--- src/playfield_pkg.sv ---
package playfield_pkg;

   // ====================================================================
   // grid geometry
   // ====================================================================

   // playfield is 32 rows by 16 columns, row 0 at the top
   localparam int FIELD_ROWS = 32;
   localparam int FIELD_COLS = 16;

   // piece box, 4x4 cells
   localparam int PIECE_SIDE = 4;

   // top rows checked for game over
   localparam int SPAWN_ROWS = 4;

   // ====================================================================
   // index and row types
   // ====================================================================

   typedef logic [$clog2(FIELD_ROWS)-1:0] row_idx_t;
   typedef logic [$clog2(FIELD_COLS)-1:0] col_idx_t;

   // one grid row, bit c is column c
   typedef logic [FIELD_COLS-1:0] row_t;

   // piece bitmap, nibble k is piece row k
   // bit 0 of a nibble lands on the piece column
   typedef logic [PIECE_SIDE*PIECE_SIDE-1:0] shape_t;

   // read port word: fixed row in upper half, moving row in lower half
   typedef logic [2*FIELD_COLS-1:0] pair_t;

   // one mask per piece row
   typedef row_t [PIECE_SIDE-1:0] span_t;

   // whole grid, index is the row
   typedef row_t [FIELD_ROWS-1:0] field_t;

   // rows removed in one step, 0 to 4 in normal play
   typedef logic [2:0] clear_cnt_t;

endpackage

--- src/field_probe.sv ---
module field_probe #(
   parameter int unsigned ROW_OFFSET = 0
) (
   input  playfield_pkg::row_idx_t row,
   input  playfield_pkg::span_t    span,
   input  logic                    clipped,
   input  playfield_pkg::field_t   field,
   output logic                    hit
);

   import playfield_pkg::*;

   // ====================================================================
   // target row arithmetic
   // ====================================================================

   // index width of the grid
   localparam int ROW_W = $bits(row_idx_t);

   // wide enough for row + 3 + offset, never wraps
   localparam int TGT_W = $clog2(FIELD_ROWS + PIECE_SIDE + ROW_OFFSET) + 1;

   // per piece row collision result
   logic [PIECE_SIDE-1:0] row_hit;

   for (genvar k = 0; k < PIECE_SIDE; k++) begin : g_row
      // fixed distance from the anchor row
      localparam int unsigned ADD = k + ROW_OFFSET;

      // grid row that mask k lands on
      logic [TGT_W-1:0] tgt;
      // mask k has at least one cell
      logic             occupied;
      // target below the floor
      logic             past_floor;
      // target overlaps a fixed cell
      logic             overlap;

      assign tgt        = TGT_W'(row) + TGT_W'(ADD);
      assign occupied   = (span[k] != '0);
      assign past_floor = (int'(tgt) >= FIELD_ROWS);

      // index only meaningful when past_floor is low
      assign overlap    = |(span[k] & field[tgt[ROW_W-1:0]]);

      // empty masks never collide, even below the floor
      assign row_hit[k] = occupied && (past_floor || overlap);
   end

   // ====================================================================
   // result
   // ====================================================================

   // clipped piece counts as a hit whatever the rows say
   // offset 1: cannot drop, offset 0: does not fit
   assign hit = clipped || (|row_hit);

endmodule

--- config.mk ---
export PLATFORM = sky130hd
export DESIGN_NAME = field_probe
export DESIGN_NICKNAME = d
export VERILOG_FILES = /design/src/playfield_pkg.sv /design/src/field_probe.sv
export SDC_FILE = /design/constraint.sdc
export NUM_CORES = 1
export LEC_CHECK = 0
export BUFFER_PORTS_ARGS = -buffer_cell sky130_fd_sc_hd__buf_2
export CORE_AREA = 2 2 228 230
export DETAILED_ROUTE_END_ITERATION = 8
export DIE_AREA = 0 0 230 232
export GPL_ROUTABILITY_DRIVEN = 0
export PLACE_DENSITY = 0.66
export SYNTH_ARGS = -nofsm -noshare
export SYNTH_HDL_FRONTEND = slang
export SYNTH_SLANG_ARGS = --single-unit
--- constraint.sdc ---
create_clock -name vclk -period 8.5
set_clock_uncertainty 0.1 [all_clocks]
set_input_delay 1.7 -clock vclk [all_inputs]
set_output_delay 1.7 -clock vclk [all_outputs]
set_load 0.01 [all_outputs]
==> reports/qor.csv <==
stage;metric;value;unit
final_layout;Area Growth Syn to Fin;21.7;%
synthesis;Synth area leader;mux4_2;
final_layout;CLK BUF;0;
synthesis;Mapped Area;0.0170;mm2
final_layout;Multi-input gate area;0.0163;mm2
sta;fmax;0.123;GHz
global_route;All-Layer GR Usage;0.332;
setup_path;Critical Path Start Type;primary input;
clock_network;post-cts repair resize count;0;
die;die width;230;um
final_layout;filler cell count;4884;
final_layout;most frequent cells in the layout;buf_2 (581), mux4_2 (554), nand2_1 (192);
detailed_routing;DR vias;18300;
die;I/O Pins;583;
synthesis;top post-synthesis cells by area;mux4_2 (73%), nand2_1 (4.2%), mux2i_1 (3.6%);
sta;final setup fails;0;
synthesis;cells after synthesis;1325;
setup_path;crit path DAT;6.34;ns
final_layout;layout cells sized above 1;0.685;
setup_path;worst path required time;6.70;ns
setup_path;Setup CP Type;in2out;
final_layout;most common cell after layout, fill and taps aside;buf_2;
final_layout;Final nets;2387;
die;Die ar.;0.0534;mm2
detailed_routing;DRT Pass-1 Iters;5;
setup_path;critical path fanouts, max;42;
power;Peak supply drop;32.0;uV
final_layout;Seq cells;0;
clock_network;Hold Buf Count CTS;0;
synthesis;syn_nets;1911;
global_route;initial antenna violation count;37;
sta;Max-slew headroom;0.285;
synthesis;syn avg cell area;12.9;um2
power;Power Density;77.6;mW/mm2
setup_path;Worst setup EP type;output port;
die;core area;0.0509;mm2
power;Leak Pwr;7.75;nW
detailed_routing;DR WL/cell;36.3;um
power;Design Power;1.61;mW
die;Starting Density;0.335;
clock_network;Post-CTS Setup Inserts;0;
final_layout;Reg area;0;um2
synthesis;Seq/Total Area, Yosys;0;
global_route;largest net degree at the start of global routing;115;
global_route;GRT overflow;0;
run;maxcap violations;0;
die;Die Y-Extent;232;um
place;Port Buffers;583;
detailed_routing;detailed router's first-iteration violation count;2287;
synthesis;post-synth top area share;0.733;
final_layout;Final Non-Filler Cells;2500;
min_path;hold crit path type;in2out;
sta;hold_ws;3.96;ns
sta;Period Utilization, post-route;0.958;
sta;Tmin final;8.14;ns
place;Detailed Place HPWL;73.0;mm
synthesis;Cell variety after synth;54;
detailed_routing;Post-Route WL;90.7;mm
sta;Final Hold Violating Endpoints;0;
detailed_routing;mean number of vias per cell;7.31;
sta;Worst Tran Pin Value;1.06;ns
detailed_routing;drt drc;0;
run_status;status;finished clean;
place;placed cells;2479;
detailed_routing;Detail Route Antenna Nets;0;
sta;RSZ-0062 raised after global routing;false;
die;row count;83;
global_route;first-pass GRT wire length;130;mm
synthesis;synth warn;0;
sta;Max Slew Vio Count;0;
global_route;number of global-route vias before repair;18000;
[report_power, final]
group	total, mW	switching, mW	internal, mW	leakage, nW
registers	0	0	0	0
clock network	0.000000331	0	0.000000331	0.000133
logic	1.61	0.826	0.782	7.75
total	1.61	0.826	0.782	7.75
[stage by stage]
step | setup WS [ns] | setup TNS, ns | util | cell area, um2
2_1_floorplan | 0.525 | 0 | - | 17000
3_3_place_gp | -0.191 | -0.191 | 0.406 | 20700
3_5_place_dp | 0.359 | 0 | 0.406 | 20700
4_1_cts | 0.341 | 0 | 0.406 | 20700
5_1_grt | 0.103 | 0 | 0.407 | 20700
6_report | 0.359 | 0 | 0.407 | 20700
[cell type report]
| class | instances | area share |
|---|---|---|
| inverters | 10 | 0.00181 |
| multi-input cells | 1147 | 0.785 |
| repair buffers | 642 | 0.169 |
| diodes | 21 | 0.00254 |
| well taps | 680 | 0.0411 |
[final timing paths]
kind | slack (ns) | endpoint | cells after the start | start
hold / removal | 3.96 | hit | 5 | span[55]
setup / recovery | 0.36 | hit | 14 | row[1]
[metal layers]
layer	part of all wire	vias to the layer above	global-route usage
li1	-	6986	-
met2	0.47	1677	0.538
met4	0.044	36	0.118
met5	0.0025	-	0
met1	0.36	9321	0.432
met3	0.13	251	0.0864
[worst max-delay path: stages]
cell       delay [ns]
clkbuf_8         0.34
inv_2            0.23
ha_4             0.63
buf_4            0.44
buf_4            0.38
mux4_2           0.54
mux2i_1          0.19
mux2i_1          0.10
mux2_2           0.32
a2111oi_0        0.41
nand3_1          0.12
o21a_1           0.21
a2111o_1         0.49
buf_2            0.19
[kinds of logic (layout without fill, tap and decap cells)]
logic type                 Yosys count  in the layout  share of synthesized area
buffers and inverters              178            652                     0.0545
xor gates and xnor gates            16             16                    0.00911
muxes                              635            635                      0.782
other                                0             21                          0
adders and majority gates            4              4                    0.00294
AOI/OAI and AO/OA                  134            134                     0.0558
and+or+nand+nor                    358            358                     0.0958
[cell usage after synthesis, types with 4 or more instances]
master and number:
a2111oi_0 4, a211oi_1 7, a21oi_1 15, a221oi_1 5, a22oi_1 20, a311oi_1 6, a31oi_1 15, and3_1 20
buf_1 24, buf_2 64, buf_4 22, buf_6 13, clkbuf_1 45, ha_1 4, inv_1 7, mux2_2 20
mux2i_1 61, mux4_2 554, nand2_1 192, nand3_1 74, nand4_1 25, nor2_1 16, nor2b_1 5, nor4_1 14
o2111ai_1 10, o211ai_1 6, o21ai_0 21, o31ai_1 4, xnor2_1 10, xor2_1 4
Note: power is estimated with default switching activity, not from simulation.
